File: config.mk
export PLATFORM = sky130hd
export DESIGN_NAME = rob_alloc
export DESIGN_NICKNAME = d
export VERILOG_FILES = /design/src/hw/rob_pkg.sv /design/src/hw/rob_alloc.sv
export VERILOG_INCLUDE_DIRS = /design/src /design/src/hw
export SDC_FILE = /design/constraint.sdc
export NUM_CORES = 1
export LEC_CHECK = 0
export ABC_AREA = 1
export ABC_CLOCK_PERIOD_IN_PS = 2500
export BUFFER_PORTS_ARGS = -buffer_cell sky130_fd_sc_hd__buf_2
export CAP_MARGIN = 0
export CORE_ASPECT_RATIO = 1.4
export CORE_MARGIN = 2
export CORE_UTILIZATION = 44
export DETAILED_ROUTE_END_ITERATION = 10
export PLACE_DENSITY_LB_ADDON = 0.3
export SLEW_MARGIN = 20
export SYNTH_ARGS = -nofsm -noshare
export SYNTH_HDL_FRONTEND = slang
export SYNTH_SLANG_ARGS = --single-unit
File: constraint.sdc
create_clock -name clock -period 2.5 [get_ports clock]
set_clock_uncertainty 0.05 [all_clocks]
set_input_delay 0.5 -clock clock [delete_from_list [all_inputs] [get_ports clock]]
set_output_delay 0.5 -clock clock [all_outputs]
set_load 0.01 [all_outputs]
File: src/hw/rob_defines.svh
`ifndef ROB_DEFINES_SVH
`define ROB_DEFINES_SVH

// buffer geometry
`define ROB_DEPTH	16
`define ROB_IDX_W	4	// log2 of ROB_DEPTH

// instruction fields
`define PC_W		64
`define ARN_W		5
`define PRN_W		6	// 64 physical registers

// destination shown by an idle commit slot
`define ZERO_REG	31

`endif

File: src/hw/rob_pkg.sv
`default_nettype none

`include "rob_defines.svh"

package rob_pkg;

	typedef logic [`ROB_IDX_W-1:0]	rob_idx_t;	// wraps modulo ROB_DEPTH
	typedef logic [`PC_W-1:0]		pc_t;
	typedef logic [`ARN_W-1:0]		arn_t;
	typedef logic [`PRN_W-1:0]		prn_t;

	// life of one buffer slot
	typedef enum logic [1:0] {
		ENTRY_FREE,
		ENTRY_WAITING,	// dispatched, result not back yet
		ENTRY_DONE
	} entry_state_e;

	// how many instructions leave the head this cycle
	typedef enum logic [1:0] {
		COMMIT_NONE,
		COMMIT_ONE,
		COMMIT_TWO
	} commit_kind_e;

endpackage

`default_nettype wire

File: src/hw/rob_alloc.sv
`timescale 1ns/1ps
`default_nettype none

`include "rob_defines.svh"

module rob_alloc import rob_pkg::*;
(
	input  wire logic					clock,
	input  wire logic					reset,
	input  wire logic					inst_pair_load,
	input  wire commit_kind_e			commit_kind,
	input  wire logic					flush,
	output logic [`ROB_DEPTH-1:0]		load1_vec,
	output logic [`ROB_DEPTH-1:0]		load2_vec,
	output rob_idx_t					inst1_rob_idx,
	output rob_idx_t					inst2_rob_idx,
	output logic						rob_full
);

	rob_idx_t				tail;
	logic [`ROB_IDX_W:0]	occupancy;		// 0 to ROB_DEPTH
	logic [`ROB_IDX_W:0]	n_retire;
	logic [`ROB_IDX_W:0]	n_taken;
	rob_idx_t				head_after;		// head once this cycle's commits are gone
	logic					take;

	// room for a whole pair means at most ROB_DEPTH-2 in use
	assign rob_full = occupancy > (`ROB_DEPTH - 2);
	assign take = inst_pair_load && !rob_full && !flush;

	assign inst1_rob_idx = tail;
	assign inst2_rob_idx = tail + 1'b1;

	always_comb
	begin
		case (commit_kind)
			COMMIT_ONE:	n_retire = 1;
			COMMIT_TWO:	n_retire = 2;
			default:	n_retire = 0;
		endcase
	end

	assign n_taken = take ? 2 : 0;
	assign head_after = tail - rob_idx_t'(occupancy) + rob_idx_t'(n_retire);

	// one strobe per lane, at tail and tail+1
	always_comb
	begin
		load1_vec = '0;
		load2_vec = '0;
		if (take)
		begin
			load1_vec[inst1_rob_idx] = 1'b1;
			load2_vec[inst2_rob_idx] = 1'b1;
		end
	end

	always_ff @(posedge clock)
	begin
		if (reset)
		begin
			tail		<= '0;
			occupancy	<= '0;
		end
		else if (flush)
		begin
			tail		<= head_after;	// drop everything younger than the branch
			occupancy	<= '0;
		end
		else
		begin
			tail		<= tail + rob_idx_t'(n_taken);
			occupancy	<= occupancy + n_taken - n_retire;
		end
	end

	// commits and dispatches together must keep the count inside the buffer
	a_occ_bound: assert property (@(posedge clock) disable iff (reset)
		occupancy <= `ROB_DEPTH);

endmodule

`default_nettype wire

==> flow_summary.html <==
<table>
<tr><th>Metric</th><th>Value</th></tr>
<tr><th colspan="2">Synth</th></tr>
<tr><td>Synth Net Count</td><td>between 200 and 250</td></tr>
<tr><td>Average instance area after synthesis</td><td>roughly 6.3 sq um</td></tr>
<tr><td>Ys async rst share</td><td>0%</td></tr>
<tr><td>Total number of yosys warnings</td><td>0</td></tr>
<tr><td>Number of synthesized flops with an enable pin</td><td>0</td></tr>
<tr><td>Sequential-to-total area share from yosys stat</td><td>between 10% and 20%</td></tr>
<tr><td>Biggest area consumer among synthesized cells</td><td>sky130_fd_sc_hd__ha_1</td></tr>
<tr><td>Number of register bits inferred by synthesis</td><td>9</td></tr>
<tr><td>Cell with the most instances after synthesis</td><td>sky130_fd_sc_hd__nor2_1</td></tr>
<tr><td>Count of distinct cell types in the synthesized netlist</td><td>20</td></tr>
<tr><td>Post-synth design cell area</td><td>0.001186 sq mm</td></tr>
<tr><td>Synth top area share</td><td>17.93%</td></tr>
<tr><td>Number of instances in the synthesized netlist</td><td>approximately 190</td></tr>
<tr><td>Leading cell types by count after synthesis</td><td>sky130_fd_sc_hd__nor2_1, sky130_fd_sc_hd__nand2_1, sky130_fd_sc_hd__inv_1</td></tr>
<tr><td>Most common flop cell mapped by yosys</td><td>sky130_fd_sc_hd__dfxtp_1</td></tr>
<tr><td>Dominant cells by area after synthesis</td><td>sky130_fd_sc_hd__ha_1, sky130_fd_sc_hd__dfxtp_1, sky130_fd_sc_hd__nor2_1</td></tr>
<tr><th colspan="2">Setup path</th></tr>
<tr><td>Required time of the critical path</td><td>between 1.5 and 2 ns</td></tr>
<tr><td>Critical path fanouts, max</td><td>33</td></tr>
<tr><td>Endpoint class of the critical path</td><td>output pin</td></tr>
<tr><td>Crit path max-delay cell type</td><td>sky130_fd_sc_hd__dfxtp_2</td></tr>
<tr><td>Crit path arrival time</td><td>~1.8 ns</td></tr>
<tr><td>Critical Path Max Stage Delay</td><td>between 0.3 and 0.4 ns</td></tr>
<tr><td>Startpoint Class</td><td>register</td></tr>
<tr><td>Crit path kind</td><td>register to output pin</td></tr>
<tr><td>Critical Path, Cell by Cell</td><td>ha_1, nand2_1, nand4_1, nand4_1, buf_4, buf_4, nor2_1, buf_2</td></tr>
<tr><th colspan="2">Detailed routing</th></tr>
<tr><td>Wire length per cell</td><td>around 10 um</td></tr>
<tr><td>Sum of routed wire length over all layers</td><td>around 2600 um</td></tr>
<tr><td>Remaining routing DRC violations</td><td>0</td></tr>
<tr><td>Vias per cell</td><td>~4.4</td></tr>
<tr><td>Count of TritonRoute iterations in the first routing pass</td><td>4</td></tr>
<tr><td>First DRT Iteration DRCs</td><td>14</td></tr>
<tr><td>Post-detailed-route count of antenna-violating nets</td><td>0</td></tr>
<tr><td>Total number of vias</td><td>1206</td></tr>
<tr><th colspan="2">STA</th></tr>
<tr><td>FMAX</td><td>between 0.4 and 0.5 GHz</td></tr>
<tr><td>Total of endpoints with negative setup slack in the final report</td><td>0</td></tr>
<tr><td>Unrepaired setup endpoints after global routing</td><td>false</td></tr>
<tr><td>Slack of the critical path</td><td>~0.17 ns</td></tr>
<tr><td>Total negative setup slack</td><td>0 ns</td></tr>
<tr><td>Slew Limit Headroom</td><td>between 70% and 80%</td></tr>
<tr><td>Pin slew with the least headroom to its limit</td><td>0.4311 ns</td></tr>
<tr><td>Post-layout min period</td><td>between 2 and 2.5 ns</td></tr>
<tr><td>Max-slew violation total from the final report</td><td>0</td></tr>
<tr><td>Final Hold Vio Count</td><td>0</td></tr>
<tr><td>Final cycle utilization of the critical path</td><td>93.06%</td></tr>
<tr><th colspan="2">Placement</th></tr>
<tr><td>Placer Congestion</td><td>0.8957</td></tr>
<tr><td>Port bufs</td><td>46</td></tr>
<tr><td>Post-placement worst setup slack</td><td>~0.14 ns</td></tr>
<tr><td>Cell Count Post-Placement</td><td>267</td></tr>
<tr><td>HPWL after DPL</td><td>about 2200 um</td></tr>
<tr><th colspan="2">Clocking</th></tr>
<tr><td>Buffer depth of the longest clock path</td><td>2</td></tr>
<tr><td>Worst-skew pair later-pin latency</td><td>0.27 ns</td></tr>
<tr><td>Inserted Clock Buffers</td><td>3</td></tr>
<tr><td>Clock net sink count</td><td>9</td></tr>
<tr><td>Clock transition at the registers of the reported paths</td><td>about 0.06 ns</td></tr>
<tr><td>Master cell of the clock root buffer</td><td>sky130_fd_sc_hd__clkbuf_4</td></tr>
<tr><td>CTS tree</td><td>built</td></tr>
<tr><td>CTS H-Tree Depth</td><td>1</td></tr>
<tr><td>Quantity of hold-fixing buffers added after cts</td><td>0</td></tr>
<tr><th colspan="2">Final layout</th></tr>
<tr><td>Number of nets in the layout</td><td>~260</td></tr>
<tr><td>Layout cells sized above 1</td><td>between 20% and 30%</td></tr>
<tr><td>Share of the core filled with cells in the final layout</td><td>slightly below 60%</td></tr>
<tr><td>Filler Cell Count</td><td>~300</td></tr>
<tr><td>Area growth, synth to finish</td><td>25.95%</td></tr>
<tr><td>Post-route insts no fill</td><td>272</td></tr>
<tr><td>Register area</td><td>about 180 sq um</td></tr>
<tr><td>Area of the multi-input gates</td><td>834.6 sq um</td></tr>
<tr><td>Total inserted antenna cells</td><td>0</td></tr>
<tr><th colspan="2">Floorplanning</th></tr>
<tr><td>Top-level port count</td><td>47</td></tr>
<tr><td>Core area</td><td>between 0.002 and 0.003 sq mm</td></tr>
<tr><td>Total Die Area</td><td>roughly 0.0031 sq mm</td></tr>
<tr><td>Cell Rows</td><td>22</td></tr>
<tr><td>Die boundary width</td><td>around 48 um</td></tr>
<tr><td>Initial core utilization</td><td>45.84%</td></tr>
<tr><td>Die Y</td><td>around 65 um</td></tr>
<tr><th colspan="2">Status</th></tr>
<tr><td>Result of the run</td><td>completed</td></tr>
<tr><th colspan="2">Pwr</th></tr>
<tr><td>Static Leakage</td><td>roughly 0.86 nW</td></tr>
<tr><td>Total power of the final layout</td><td>roughly 0.79 mW</td></tr>
<tr><td>Pwr dens</td><td>roughly 530 mW/mm^2</td></tr>
<tr><td>Maximum resistive drop on vdd</td><td>~0.34 mV</td></tr>
<tr><th colspan="2">GRT</th></tr>
<tr><td>First-pass GRT wire length</td><td>around 4500 um</td></tr>
<tr><td>Antenna violations before repair</td><td>0</td></tr>
<tr><td>Largest net degree at the start of global routing</td><td>34</td></tr>
<tr><td>Number of global-route vias before repair</td><td>about 1100</td></tr>
<tr><td>Gr ovfl total</td><td>0</td></tr>
<tr><td>Overall routing resource usage</td><td>19.68%</td></tr>
<tr><th colspan="2">Worst hold path</th></tr>
<tr><td>Class of the worst hold path</td><td>input port to register</td></tr>
<tr><th colspan="2">Job</th></tr>
<tr><td>Max Cap Violations</td><td>0</td></tr>
</table>
==> sequential cells by signal, indices dropped and copies added (netlist names) <==
signal,flops
occupancy,5
inst1_rob_idx,4
==> cells by family after synthesis <==
family / synth area share [%]
simple gates: 35.76
xor+xnor: 6.330
compound gates: 3.586
flops: 15.19
buf+inv: 14.45
fa+ha+maj: 24.68
==> placed cells by master (no fill, tap or decap) <==
cell type / synthesis / routed
sky130_fd_sc_hd__xnor2_1: 1 / 1
sky130_fd_sc_hd__dfxtp_2: 0 / 1
sky130_fd_sc_hd__nor2_2: 2 / 2
sky130_fd_sc_hd__inv_2: 1 / 1
sky130_fd_sc_hd__nand3_4: 1 / 1
sky130_fd_sc_hd__clkbuf_4: 0 / 3
sky130_fd_sc_hd__fa_1: 4 / 4
sky130_fd_sc_hd__xor2_2: 2 / 2
sky130_fd_sc_hd__ha_1: 17 / 17
sky130_fd_sc_hd__inv_1: 34 / 34
sky130_fd_sc_hd__nand3_1: 5 / 5
sky130_fd_sc_hd__nand4_1: 2 / 2
sky130_fd_sc_hd__dfxtp_1: 9 / 8
sky130_fd_sc_hd__o21ai_0: 4 / 4
sky130_fd_sc_hd__buf_2: 8 / 46
sky130_fd_sc_hd__clkbuf_1: 0 / 1
sky130_fd_sc_hd__xnor2_2: 1 / 1
sky130_fd_sc_hd__xor2_1: 2 / 2
sky130_fd_sc_hd__nor2_1: 45 / 45
sky130_fd_sc_hd__buf_4: 0 / 6
sky130_fd_sc_hd__nand2_1: 44 / 44
sky130_fd_sc_hd__nor2_4: 2 / 2
sky130_fd_sc_hd__a21o_1: 1 / 1
sky130_fd_sc_hd__a21oi_1: 3 / 3
==> final timing paths <==
kind | startpoint | end | slack, ns | depth (start not counted)
max | occupancy[3] | load2_vec[11] | 0.17 | 8
max reg2reg | occupancy[3] | inst1_rob_idx[2] | 0.19 | 13
min | reset | occupancy[4] | 0.46 | 4
min reg2reg | occupancy[0] | occupancy[0] | 0.60 | 3
==> power breakdown <==
group | switching (mW) | internal (mW)
logic | 0.275 | 0.189
clock network | 0.0547 | 0.0618
registers | 0.0399 | 0.167
==> stage by stage <==
step	hold WS [ns]	instance area [sq um]
2_1_floorplan	0.5291	1186
3_3_place_gp	0.5933	1459
3_5_place_dp	0.6012	1459
4_1_cts	0.4607	1485
5_1_grt	0.4940	1494
6_report	0.4613	1494
==> final cells by class <==
class / count / share of cell area [%]
clock buffers: 4 / 1.759
flip-flops and latches: 9 / 12.14
repair buffers: 52 / 18.43
well taps: 36 / 3.015
multi-input cells: 136 / 55.86
inverters: 35 / 8.794
==> critical path: cells and delay by family (launching register included) <==
family	cells	cell delay [ns]
AND/OR/NAND/NOR	4	0.43
flip-flops	1	0.34
buffers and inverters	3	0.57
adder cells (fa/ha/maj)	1	0.18
==> timing repair <==
item / in CTS / in global routing
buffers inserted: 0 / 1
endpoints found under the setup margin: 0 / 2
resized for setup: 0 / 1
==> metal layers <==
layer	vias up	routed length (um)	track usage [%]
met5	-	0	0
met4	0	60	9.122
met3	5	177	1.923
met2	43	1335	35.83
met1	511	1076	21.02
li1	647	-	-
Power figures use the tool's default switching activity.
