==> config.mk <==
export PLATFORM = sky130hd
export DESIGN_NAME = rob_entry
export DESIGN_NICKNAME = d
export VERILOG_FILES = /design/src/hw/rob_pkg.sv /design/src/hw/rob_entry.sv
export VERILOG_INCLUDE_DIRS = /design/src /design/src/hw
export SDC_FILE = /design/constraint.sdc
export NUM_CORES = 1
export LEC_CHECK = 0
export BUFFER_PORTS_ARGS = -buffer_cell sky130_fd_sc_hd__buf_2
export CORE_AREA = 2 2 173 175
export DETAILED_ROUTE_END_ITERATION = 8
export DIE_AREA = 0 0 175 177
export HOLD_SLACK_MARGIN = 0.12
export PLACE_DENSITY = 0.47
export SYNTH_ARGS = -nofsm -noshare
export SYNTH_HDL_FRONTEND = slang
export SYNTH_SLANG_ARGS = --single-unit
export TNS_END_PERCENT = 20
==> constraint.sdc <==
create_clock -name clock -period 3.38 [get_ports clock]
set_input_delay 0.338 -clock clock [delete_from_list [all_inputs] [get_ports clock]]
set_output_delay 0.338 -clock clock [all_outputs]
set_load 0.02 [all_outputs]
==> src/hw/rob_defines.svh <==
`ifndef ROB_DEFINES_SVH
`define ROB_DEFINES_SVH

// buffer geometry
`define ROB_DEPTH	16
`define ROB_IDX_W	4	// log2 of ROB_DEPTH

// instruction fields
`define PC_W		64
`define ARN_W		5
`define PRN_W		6	// 64 physical registers

// destination shown by an idle commit slot
`define ZERO_REG	31

`endif

==> src/hw/rob_pkg.sv <==
`default_nettype none

`include "rob_defines.svh"

package rob_pkg;

	typedef logic [`ROB_IDX_W-1:0]	rob_idx_t;	// wraps modulo ROB_DEPTH
	typedef logic [`PC_W-1:0]		pc_t;
	typedef logic [`ARN_W-1:0]		arn_t;
	typedef logic [`PRN_W-1:0]		prn_t;

	// life of one buffer slot
	typedef enum logic [1:0] {
		ENTRY_FREE,
		ENTRY_WAITING,	// dispatched, result not back yet
		ENTRY_DONE
	} entry_state_e;

	// how many instructions leave the head this cycle
	typedef enum logic [1:0] {
		COMMIT_NONE,
		COMMIT_ONE,
		COMMIT_TWO
	} commit_kind_e;

endpackage

`default_nettype wire

==> src/hw/rob_entry.sv <==
`timescale 1ns/1ps
`default_nettype none

module rob_entry import rob_pkg::*;
#(
	parameter int SLOT_INDEX = 0
)
(
	input  wire logic			clock,
	input  wire logic			reset,
	input  wire logic			load1,			// take the inst1 fields
	input  wire logic			load2,			// take the inst2 fields
	input  wire pc_t			inst1_pc,
	input  wire arn_t			inst1_arn_dest,
	input  wire prn_t			inst1_prn_dest,
	input  wire logic			inst1_is_branch,
	input  wire pc_t			inst2_pc,
	input  wire arn_t			inst2_arn_dest,
	input  wire prn_t			inst2_prn_dest,
	input  wire logic			inst2_is_branch,
	input  wire logic			complete_valid1,
	input  wire rob_idx_t		complete_idx1,
	input  wire logic			mispredict1,
	input  wire pc_t			target_pc1,
	input  wire logic			complete_valid2,
	input  wire rob_idx_t		complete_idx2,
	input  wire logic			mispredict2,
	input  wire pc_t			target_pc2,
	input  wire logic			retire,
	input  wire logic			flush,
	output entry_state_e		state,
	output pc_t					pc,
	output pc_t					target_pc,
	output arn_t				arn_dest,
	output prn_t				prn_dest,
	output logic				is_branch,
	output logic				mispredict
);

	logic hit1;
	logic hit2;

	// a result only lands on a slot that is still waiting for it
	assign hit1 = complete_valid1 && (complete_idx1 == rob_idx_t'(SLOT_INDEX))
		&& (state == ENTRY_WAITING);
	assign hit2 = complete_valid2 && (complete_idx2 == rob_idx_t'(SLOT_INDEX))
		&& (state == ENTRY_WAITING);

	always_ff @(posedge clock)
	begin
		if (reset)
			state <= ENTRY_FREE;
		else if (flush || retire)
			state <= ENTRY_FREE;
		else if (load1 || load2)
			state <= ENTRY_WAITING;
		else if (hit1 || hit2)
			state <= ENTRY_DONE;
	end

	// instruction fields and result
	always_ff @(posedge clock)
	begin
		if (load1)
		begin
			pc			<= inst1_pc;
			arn_dest	<= inst1_arn_dest;
			prn_dest	<= inst1_prn_dest;
			is_branch	<= inst1_is_branch;
			mispredict	<= 1'b0;
			target_pc	<= '0;
		end
		else if (load2)
		begin
			pc			<= inst2_pc;
			arn_dest	<= inst2_arn_dest;
			prn_dest	<= inst2_prn_dest;
			is_branch	<= inst2_is_branch;
			mispredict	<= 1'b0;
			target_pc	<= '0;
		end
		else if (hit1)	// port 1 wins a tie
		begin
			mispredict	<= mispredict1;
			target_pc	<= target_pc1;
		end
		else if (hit2)
		begin
			mispredict	<= mispredict2;
			target_pc	<= target_pc2;
		end
	end

	// the allocator gives each slot to one dispatch lane only
	a_one_load: assert property (@(posedge clock) disable iff (reset) !(load1 && load2));

	// commit unit must never retire an instruction that has not finished
	a_retire_done: assert property (@(posedge clock) disable iff (reset)
		retire |-> state == ENTRY_DONE);

endmodule

`default_nettype wire

==> results.toml, run 1 <==
[die]
core_um2 = 29200
rows = 63
dieArea_um2 = 31000
initial_core_util = 0.210
dieWidth_um = 175
num_io_pins = 441
die_h_um = 177

[routing]
route.top_layer_used = "met4"
drc = 0
first_pass_iters = 4
routed_wl_mm = 22.2
wl_per_cell_um = 18.0
wl_met3_mm = 1.70
dr_wl_met2_mm = 11.5
via_per_inst = 4.31
postRouteAntennaNets = 0
wl_met1_mm = 8.86
drt_iter0_markers = 231
vias = 5304

[power]
pwr-share-seq = 0.435
peakVddDrop_mv = 0.309
p_int_mw = 3.29
power_frac_comb = 0.140
switching_share = 0.275
total_leakage_power_nw = 4.13
netSwitchingPower_mw = 1.25
clockPowerShare = 0.426
power.density_nw_per_um2 = 489

[clock_tree]
clk_latency_ps = 410
cts-htree-levels = 4
cts_hold_buf = 0
clk_path_buf_depth = 2
cts_sinks = 143
clock-root-buffer = "clkbuf_16"
cts-resized-gates = 0
numCtsBuffers = 17
cts_setup_buffers = 0
cts_tree = "yes"
clkSlewWorstSetupHoldPaths_ps = 70

[sta]
setup_slack_ps = 1560
tightest_slew_ps = 800
fmax_mhz = 549
timing.setup.tns_ps = 0
period_needed_ps = 1820
rsz0062_at_grt = "false"
setup_viol = 0
drv_slew = 0
period_share = 0.539
skew_ps = 14.6
hold_ws_ps = 192
hold_viol_final = 0
relSlewSlack = 0.466

[layout]
area_delta_synth_final_pct = 51.3
layout_common_cells = "buf_2, mux2_2, edfxtp_1"
fin_cells = 1232
nets = 1127
register_area_um2 = 3620
final_common_cell = "buf_2"
finish.utilization = 0.318
fillers = 2991
antennaDiodeCount = 0
drive_gt1_frac = 0.705
multi_input_area_um2 = 2290

[critical_path]
r2r_setup_slack_ps = 1580
worstPathRequired_ps = 3730
start_kind = "input port"
regToRegStartpoint = "state[0]"
cp.arrival_ps = 2180
cp_max_fo = 66
r2r_cells = 4
r2r_end = "target_pc[38]"
end_kind = "flip-flop"
crit_type = "in2reg"

[placed_design]
dp_slack_ps = 1130
numPortBuffers = 440
place_hpwl_mm = 16.5
gp_congestion = 0.707
dpl.cell_count = 1200

[yosys]
synth_warnings = 0
syn-cell-area_um2 = 6140
yosysUniqueCellTypes = 22
ys_ff_latch = 143
synth.area.top_cells = "edfxtp_1, dfxtp_1, mux2_2, o31a_1, o221a_1"
syn_nets = 705
synth_top_cell_by_area = "edfxtp_1"
seq_area_frac_synth = 0.590
netlist_instances = 407
synth_area_per_cell_um2 = 15.1
synth_top_cell_area_share = 0.372

[worst_hold_path]
holdPathStages = 2
worstHoldEndpoint = "target_pc[5]"
hold_class = "in2reg"
hold_start = "target_pc2[5]"

[grt]
grt_pass1_wl_mm = 31.3
grt_overflow = 0
antenna_found_initial = 0
grt_max_degree = 67
grt_usage = 0.134
first_global_vias = 5201

[status]
run_status = "complete, no violations"

[flow_run]
max_cap_viol_count = 0
## state kept, by name (all words and copies together) (netlist names)
| signal | cells |
|---|---|
| arn_dest | 5 |
| is_branch | 1 |
| mispredict | 1 |
| pc | 64 |
| prn_dest | 6 |
| state | 2 |
| target_pc | 64 |
## cell type report
cell class                 instances  area share
clock buffer                      17      0.0458
clock inverter                    15      0.0179
inverter                           1    0.000539
multi-input combinational        218       0.247
sequential                       143       0.390
tap                              390      0.0525
timing repair buffer             448       0.246
## cells by family after synthesis
| logic type | after synthesis | share of synthesized area |
|---|---|---|
| multiplexers | 76 | 0.139 |
| AO/OA/AOI/OAI | 134 | 0.220 |
| AND/OR/NAND/NOR | 8 | 0.0104 |
| buffers and inverters | 46 | 0.0405 |
| flip-flops | 143 | 0.590 |
## how the worst max path moves through the flow
| stage | start | to | cells past startpoint |
|---|---|---|---|
| global route | state[0] | target_pc[51] | 4 |
| CTS | state[0] | target_pc[44] | 4 |
| global placement | complete_idx1[0] | target_pc[33] | 6 |
| floorplan | load1 | arn_dest[0] | 5 |
| detailed placement | complete_idx1[0] | target_pc[44] | 6 |
| finish | complete_idx1[0] | target_pc[34] | 6 |
## power by group through the flow
stage               Combinational [mW]  Clock [mW]  Sequential [mW]
global route                     0.679        2.07             1.98
finish                           0.634        1.93             1.97
floorplan                        0.168           0             2.16
global placement                 0.649           0             2.01
CTS                              0.649        2.00             1.97
detailed placement               0.646           0             2.01
## synthesized netlist by cell type, drive strengths merged
master and number:
and4bb 1, buf 30, dfxtp 67, o21ai 1, nand4bb 1, o211a 1, o211ai 1, o221a 65
nor3 2, edfxtp 76, o31a 65, nand2 2, or3 1, nor2 1, a2bb2o 1, inv 1
clkbuf 15, mux2 76
## critical path: stages
cell      delay, ps
buf_2            90
or3_4           380
buf_4           350
o211ai_4        260
buf_4           440
o221a_2         260
## routing by layer
metal | vias to the layer above | global-route usage
met2 | 258 | 0.245
met3 | 9 | 0.0404
met1 | 2500 | 0.152
met4 | 0 | 0.0340
li1 | 2537 | -
met5 | - | 0
## through the flow
stage | total power, mW | area [um^2]
finish | 4.54 | 9290
detailed placement | 2.66 | 8700
CTS | 4.63 | 9290
floorplan | 2.33 | 6140
global placement | 2.66 | 8700
global route | 4.73 | 9290
No activity file was read; power rests on OpenSTA's default activity.
==> run 2, diff against run 1 <==
CORE_AREA = 2 2 172 174   (was 2 2 173 175)
DIE_AREA = 0 0 174 176   (was 0 0 175 177)
PLACE_DENSITY = 0.49   (was 0.47)
clock period = 1.5 ns   (was 3.38 ns; I/O delays follow)
==> run 2 against run 1 <==
Effect of this change:
- the flow now stops in clock tree synthesis
- synthesized cell count did not move
- area after synthesis unchanged
==> results.toml, run 2 <==
[yosys]
synth_top_family_by_area = "compound AO/OA/AOI/OAI gates"
synthMuxAreaShare = 0.139
netlist_instances = 407
synth_top_cell_area_share = 0.372
yosysUniqueCellTypes = 22
synth_warnings = 0
yosys.area_share.xor_xnor = 0
synth_area_per_cell_um2 = 15.1
synth.area.top_cells = "edfxtp_1, dfxtp_1, mux2_2, o31a_1, o221a_1"
synth_common_cells = "edfxtp_1, mux2_2, dfxtp_1"
synth_top_cell_by_area = "edfxtp_1"
syn_nets = 705
synth_flop_cell = "edfxtp_1"
seq_area_frac_synth = 0.590
async_flop_share = 0
syn-cell-area_um2 = 6140
synthAdderAreaFrac = 0
synth-compound-area-share = 0.220
ys_ff_latch = 143
synth_edf_count = 76
synth-simple-area-share = 0.0104

[clock_tree]
clk_path_buf_depth = 2
clock-root-buffer = "clkbuf_16"
cts-resized-gates = 0
cts-htree-levels = 4
cts_hold_buf = 248
numCtsBuffers = 17
cts_setup_buffers = 0
cts_sinks = 143

[die]
dieWidth_um = 174
initial_core_util = 0.215
die_h_um = 176
rows = 62
num_io_pins = 441

[status]
stop_stage = "clock tree synthesis"
error = "[ERROR RSZ-0060] Max buffer count reached."
run_status = "aborted with a tool error"

[placed_design]
place_hpwl_mm = 17.5
dpl_cell_area_um2 = 8880
numPortBuffers = 440
gp_congestion = 0.751
run 2: cell counts after synthesis:
No cell type changed its count.
run 2: kinds of logic after synthesis:
logic type / count (synthesis)
AO/OA/AOI/OAI: 134
AND/OR/NAND/NOR: 8
flip-flops: 143
buffers and inverters: 46
multiplexers: 76
run 2: per-stage QoR:
step	std cells	worst slack, ps
2_1_floorplan	407	-635
3_3_place_gp	1206	18.6
3_5_place_dp	1206	6.57
==> run 3, diff against run 2 <==
CORE_AREA = 2 2 170 172   (was 2 2 172 174)
DIE_AREA = 0 0 172 174   (was 0 0 174 176)
HOLD_SLACK_MARGIN = default   (was 0.12)
PLACE_DENSITY = default   (was 0.49)
PLACE_DENSITY_LB_ADDON = 0.15   (was default)
clock period = 1.95 ns   (was 1.5 ns; I/O delays follow)
==> run 3 against run 2 <==
Effect of this change:
- the run now ends clean
==> results.toml, run 3 (synthesized netlist as in run 1, its figures left out) <==
[clock_tree]
numCtsBuffers = 17
cts_tree = "yes"
clkSlewWorstSetupHoldPaths_ps = 70
cts_hold_buf = 0
cts_setup_buffers = 0
clk_path_buf_depth = 2
cts-resized-gates = 0
clk_latency_ps = 420
clock-root-buffer = "clkbuf_16"
cts-htree-levels = 4
cts_sinks = 143

[sta]
period_share = 0.890
rsz0062_at_grt = "false"
setup_viol = 0
setup_slack_ps = 215
skew_ps = 11.1
period_needed_ps = 1740
drv_slew = 0
tightest_slew_ps = 701
relSlewSlack = 0.532
hold_viol_final = 0
fmax_mhz = 576

[power]
p_int_mw = 5.56
power_frac_comb = 0.144
total_leakage_power_nw = 4.15
pwr-share-seq = 0.448
peakVddDrop_mv = 0.441
switching_share = 0.272
power.density_nw_per_um2 = 817
clockPowerShare = 0.408
netSwitchingPower_mw = 2.08

[routing]
first_pass_iters = 4
drt_iter0_markers = 237
postRouteAntennaNets = 0
vias = 5302
via_per_inst = 4.30
wl_per_cell_um = 18.3
drc = 0
routed_wl_mm = 22.6

[layout]
nets = 1132
final_common_cell = "buf_2"
fillers = 2967
fin_cells = 1232
drive_gt1_frac = 0.706
area_delta_synth_final_pct = 52.2
layout_common_cells = "buf_2, mux2_2, edfxtp_1"
largestRegisters = "pc: 64 flops, target_pc: 64 flops, prn_dest: 6 flops"

[critical_path]
worstPathRequired_ps = 2250
start_kind = "flip-flop"
r2r_setup_slack_ps = 210
r2r_cells = 4
end_kind = "flip-flop"
regToRegStartpoint = "state[0]"
cp.arrival_ps = 2030
cp_max_fo = 57
crit_type = "reg2reg"
r2r_end = "target_pc[24]"

[worst_hold_path]
holdPathStages = 2
worstHoldEndpoint = "target_pc[27]"
hold_class = "in2reg"
hold_start = "target_pc2[27]"

[grt]
grt_pass1_wl_mm = 32.4
grt_usage = 0.144
antenna_found_initial = 4
grt_max_degree = 67
grtUsageMet1 = 0.164
top_usage_layer = "met2"
grt_overflow = 0
first_global_vias = 5327
use_met3 = 0.0533
grt_use_met2 = 0.255

[die]
initial_core_util = 0.217
dieArea_um2 = 29900
core_um2 = 28200
die_h_um = 174
num_io_pins = 441
rows = 62
dieWidth_um = 172

[placed_design]
place_hpwl_mm = 16.9
numPortBuffers = 440
dp_slack_ps = 247
gp_congestion = 0.686
dpl.cell_count = 1199

[flow_run]
max_cap_viol_count = 0

[status]
run_status = "complete, no violations"
[run 3: stage by stage]
stage          utilization  hold slack (ps)  instance area [um^2]  setup TNS [ps]  power (mW)
6_report             0.331             44.5                  9350               0        7.64
5_1_grt              0.331             18.1                  9350               0        7.99
4_1_cts              0.331             20.7                  9350               0        7.80
3_5_place_dp         0.311              472                  8790               0        4.61
3_3_place_gp         0.311              468                  8790               0        4.61
2_1_floorplan            -              383                  6170          -17520        4.04
[run 3: cell type report]
class / instances / area (um^2) / share of cell area
diodes: 1 / 2.50 / 0.000268
well taps: 384 / 480 / 0.0514
clock buffers: 17 / 425 / 0.0455
inverters: 1 / 7.51 / 0.000803
multi-input cells: 218 / 2290 / 0.245
flip-flops and latches: 143 / 3620 / 0.388
repair buffers: 453 / 2390 / 0.256
clock inverters: 15 / 125 / 0.0134
[run 3: power groups by stage]
stage / Combinational (mW) / Clock (mW) / Sequential, mW
6_report: 1.10 / 3.12 / 3.42
5_1_grt: 1.19 / 3.36 / 3.44
4_1_cts: 1.12 / 3.25 / 3.43
3_5_place_dp: 1.12 / 0 / 3.49
3_3_place_gp: 1.12 / 0 / 3.49
2_1_floorplan: 0.298 / 0 / 3.74
[run 3: worst max path at each step]
stage / slack, ps / end / start
final: 210 / target_pc[24] / state[0]
after floorplan: -230 / arn_dest[0] / load1
after detailed placement: 250 / target_pc[26] / state[0]
after global routing: 110 / target_pc[24] / state[0]
after CTS: 220 / target_pc[24] / state[0]
after global placement: 270 / target_pc[15] / complete_idx1[1]
[run 3: critical path: stages (launching register included)]
cell and delay (ps):
dfxtp_1 410, nand4bb_4 260, buf_4 390, o31a_1 380, o221a_2 120
[run 3: metal layers]
metal / vias up / share of wire
met1: 2477 / 0.39
met5: - / 0.0018
met3: 15 / 0.098
met2: 255 / 0.50
met4: 6 / 0.0072
li1: 2549 / -
==> run 4, diff against run 3 <==
ABC_AREA = 1   (was default)
==> run 4 against run 3 <==
Effect of this change:
- clock power increased by 7.1%
- area after synthesis is 13% higher
- fmax grew 7.5%
- final area up 8.3%
- clock skew rose by 2.0 ps
- hold slack better by 25 ps
==> results.toml, run 4 <==
[critical_path]
crit_type = "reg2reg"
end_kind = "flip-flop"
start_kind = "flip-flop"
cpPeakStageDelay_ps = 610
worstPathRequired_ps = 2250
slowest_stage = "buf_4"
crit_path_cell_trace = "inv_1 > nand2_2 > nor2_1 > nand2_2 > buf_4 > nand3b_1 > nand2_1 > nor2_1"
cp_max_fo = 66
cp.arrival_ps = 1920
r2r_setup_slack_ps = 340

[sta]
drv_slew = 0
fmax_mhz = 620
tightest_slew_ps = 775
rsz0062_at_grt = "false"
timing.setup.tns_ps = 0
relSlewSlack = 0.483
period_share = 0.828
hold_viol_final = 0
setup_viol = 0
skew_ps = 13.0
period_needed_ps = 1610
setup_slack_ps = 336
hold_ws_ps = 69.1

[power]
peakVddDrop_mv = 0.388
power.density_nw_per_um2 = 778
power_mw = 7.88
total_leakage_power_nw = 5.18

[clock_tree]
clk_path_buf_depth = 2
cts_sinks = 143
numCtsBuffers = 17
clock-root-buffer = "clkbuf_16"
cts-htree-levels = 4
clkSlewWorstSetupHoldPaths_ps = 70
cts-resized-gates = 0
cts_setup_buffers = 0
clk_latency_ps = 420
cts_hold_buf = 0
cts_tree = "yes"

[grt]
grt_max_degree = 143
grt_usage = 0.156
first_global_vias = 6253
grt_overflow = 0
grt_pass1_wl_mm = 35.3
antenna_found_initial = 2

[yosys]
syn-cell-area_um2 = 6940
yosysMostFrequentCell = "nand2_1"
yosysUniqueCellTypes = 20
synth-simple-area-share = 0.303
synth_top_family_by_area = "simple AND/OR/NAND/NOR gates"
netlist_instances = 769
synth_flop_cell = "edfxtp_1"
syn_nets = 1067
synthMuxAreaShare = 0.123
synth_edf_count = 76
synth_warnings = 0
synth_common_cells = "nand2_1, nor2_1, edfxtp_1, mux2_2, dfxtp_1"
synth_top_cell_area_share = 0.329
yosys.area_share.xor_xnor = 0
synth.area.top_cells = "edfxtp_1, dfxtp_1, mux2_2, nand2_1, nor2_1"
synth_area_per_cell_um2 = 9.03
async_flop_share = 0
seq_area_frac_synth = 0.522
ys_ff_latch = 143
synthAdderAreaFrac = 0
synth_top_cell_by_area = "edfxtp_1"
synth-compound-area-share = 0.00144

[layout]
final_common_cell = "buf_2"
fillers = 3063
largestRegisters = "pc: 64 flops, target_pc: 64 flops, prn_dest: 6 flops"
design_area_um2 = 10100
multi_input_area_um2 = 2980
fin_cells = 1582
finish.utilization = 0.359
nets = 1482
layout_common_cells = "buf_2, nand2_1, nor2_1"
area_delta_synth_final_pct = 45.8
register_area_um2 = 3620
drive_gt1_frac = 0.472

[routing]
vias = 6577
drc = 0
postRouteAntennaNets = 0
drt_iter0_markers = 326
via_per_inst = 4.16
first_pass_iters = 4
wl_per_cell_um = 15.4
routed_wl_mm = 24.3

[placed_design]
numPortBuffers = 440
place_hpwl_mm = 18.0
dpl.cell_count = 1549
dpl_cell_area_um2 = 9520
dp_slack_ps = 319
gp_congestion = 0.755

[die]
dieArea_um2 = 29900
core_um2 = 28200
rows = 62
num_io_pins = 441
dieWidth_um = 172
initial_core_util = 0.246
die_h_um = 174

[worst_hold_path]
hold_class = "in2reg"

[status]
run_status = "complete, no violations"

[flow_run]
max_cap_viol_count = 0
==> run 4: cell count changes in the layout (fill, tap and decap cells not counted), sizes merged, moves of 2 or more <==
cell	before	now
buf	453	450
bufinv	0	2
inv	9	29
nand2	2	203
nand3	0	55
nand3b	0	65
nor2	1	147
nor3	2	0
o221a	65	0
o31a	65	0
==> run 4: cell type report <==
cell class	instances	area share
Sequential cell	143	0.358
Antenna cell	2	0.000494
Clock inverter	14	0.0171
Tap cell	384	0.0475
Timing Repair Buffer	450	0.231
Clock buffer	17	0.0420
Inverter	23	0.00890
Multi-Input combinational cell	549	0.295
==> run 4: per-layer routing <==
metal	up-vias	wire length, um	GRT usage
met4	0	281	0.0420
met1	2937	9780	0.175
met2	258	12500	0.292
met5	-	0	0
met3	16	1730	0.0355
li1	3366	-	-
==> run 4: logic make-up (layout without fill, tap and decap cells) <==
| group | after synthesis | count (layout) |
|---|---|---|
| DFF | 143 | 143 |
| other | 0 | 2 |
| AOI/OAI and AO/OA | 2 | 2 |
| muxes | 76 | 76 |
| buffers and inverters | 77 | 504 |
| and+or+nand+nor | 471 | 471 |
==> run 4: worst max-delay path, delay by kind of cell, from the launching register on <==
family	cells	cell delay (ps)
buffers and inverters	2	660
AND/OR/NAND/NOR	6	480
flip-flops	1	340
==> run 4: final timing paths <==
| kind | start | cells past startpoint | endpoint |
|---|---|---|---|
| worst max-delay path | state[1] | 8 | target_pc[16] |
| worst max register to register | state[1] | 8 | target_pc[16] |
| worst min register to register | state[1] | 2 | state[1] |
| worst min-delay path | target_pc2[42] | 5 | target_pc[42] |
==> run 4: power breakdown <==
| part | switching (mW) | internal, mW |
|---|---|---|
| combinational | 0.632 | 0.492 |
| clock | 1.41 | 1.93 |
| sequential | 0.0405 | 3.38 |
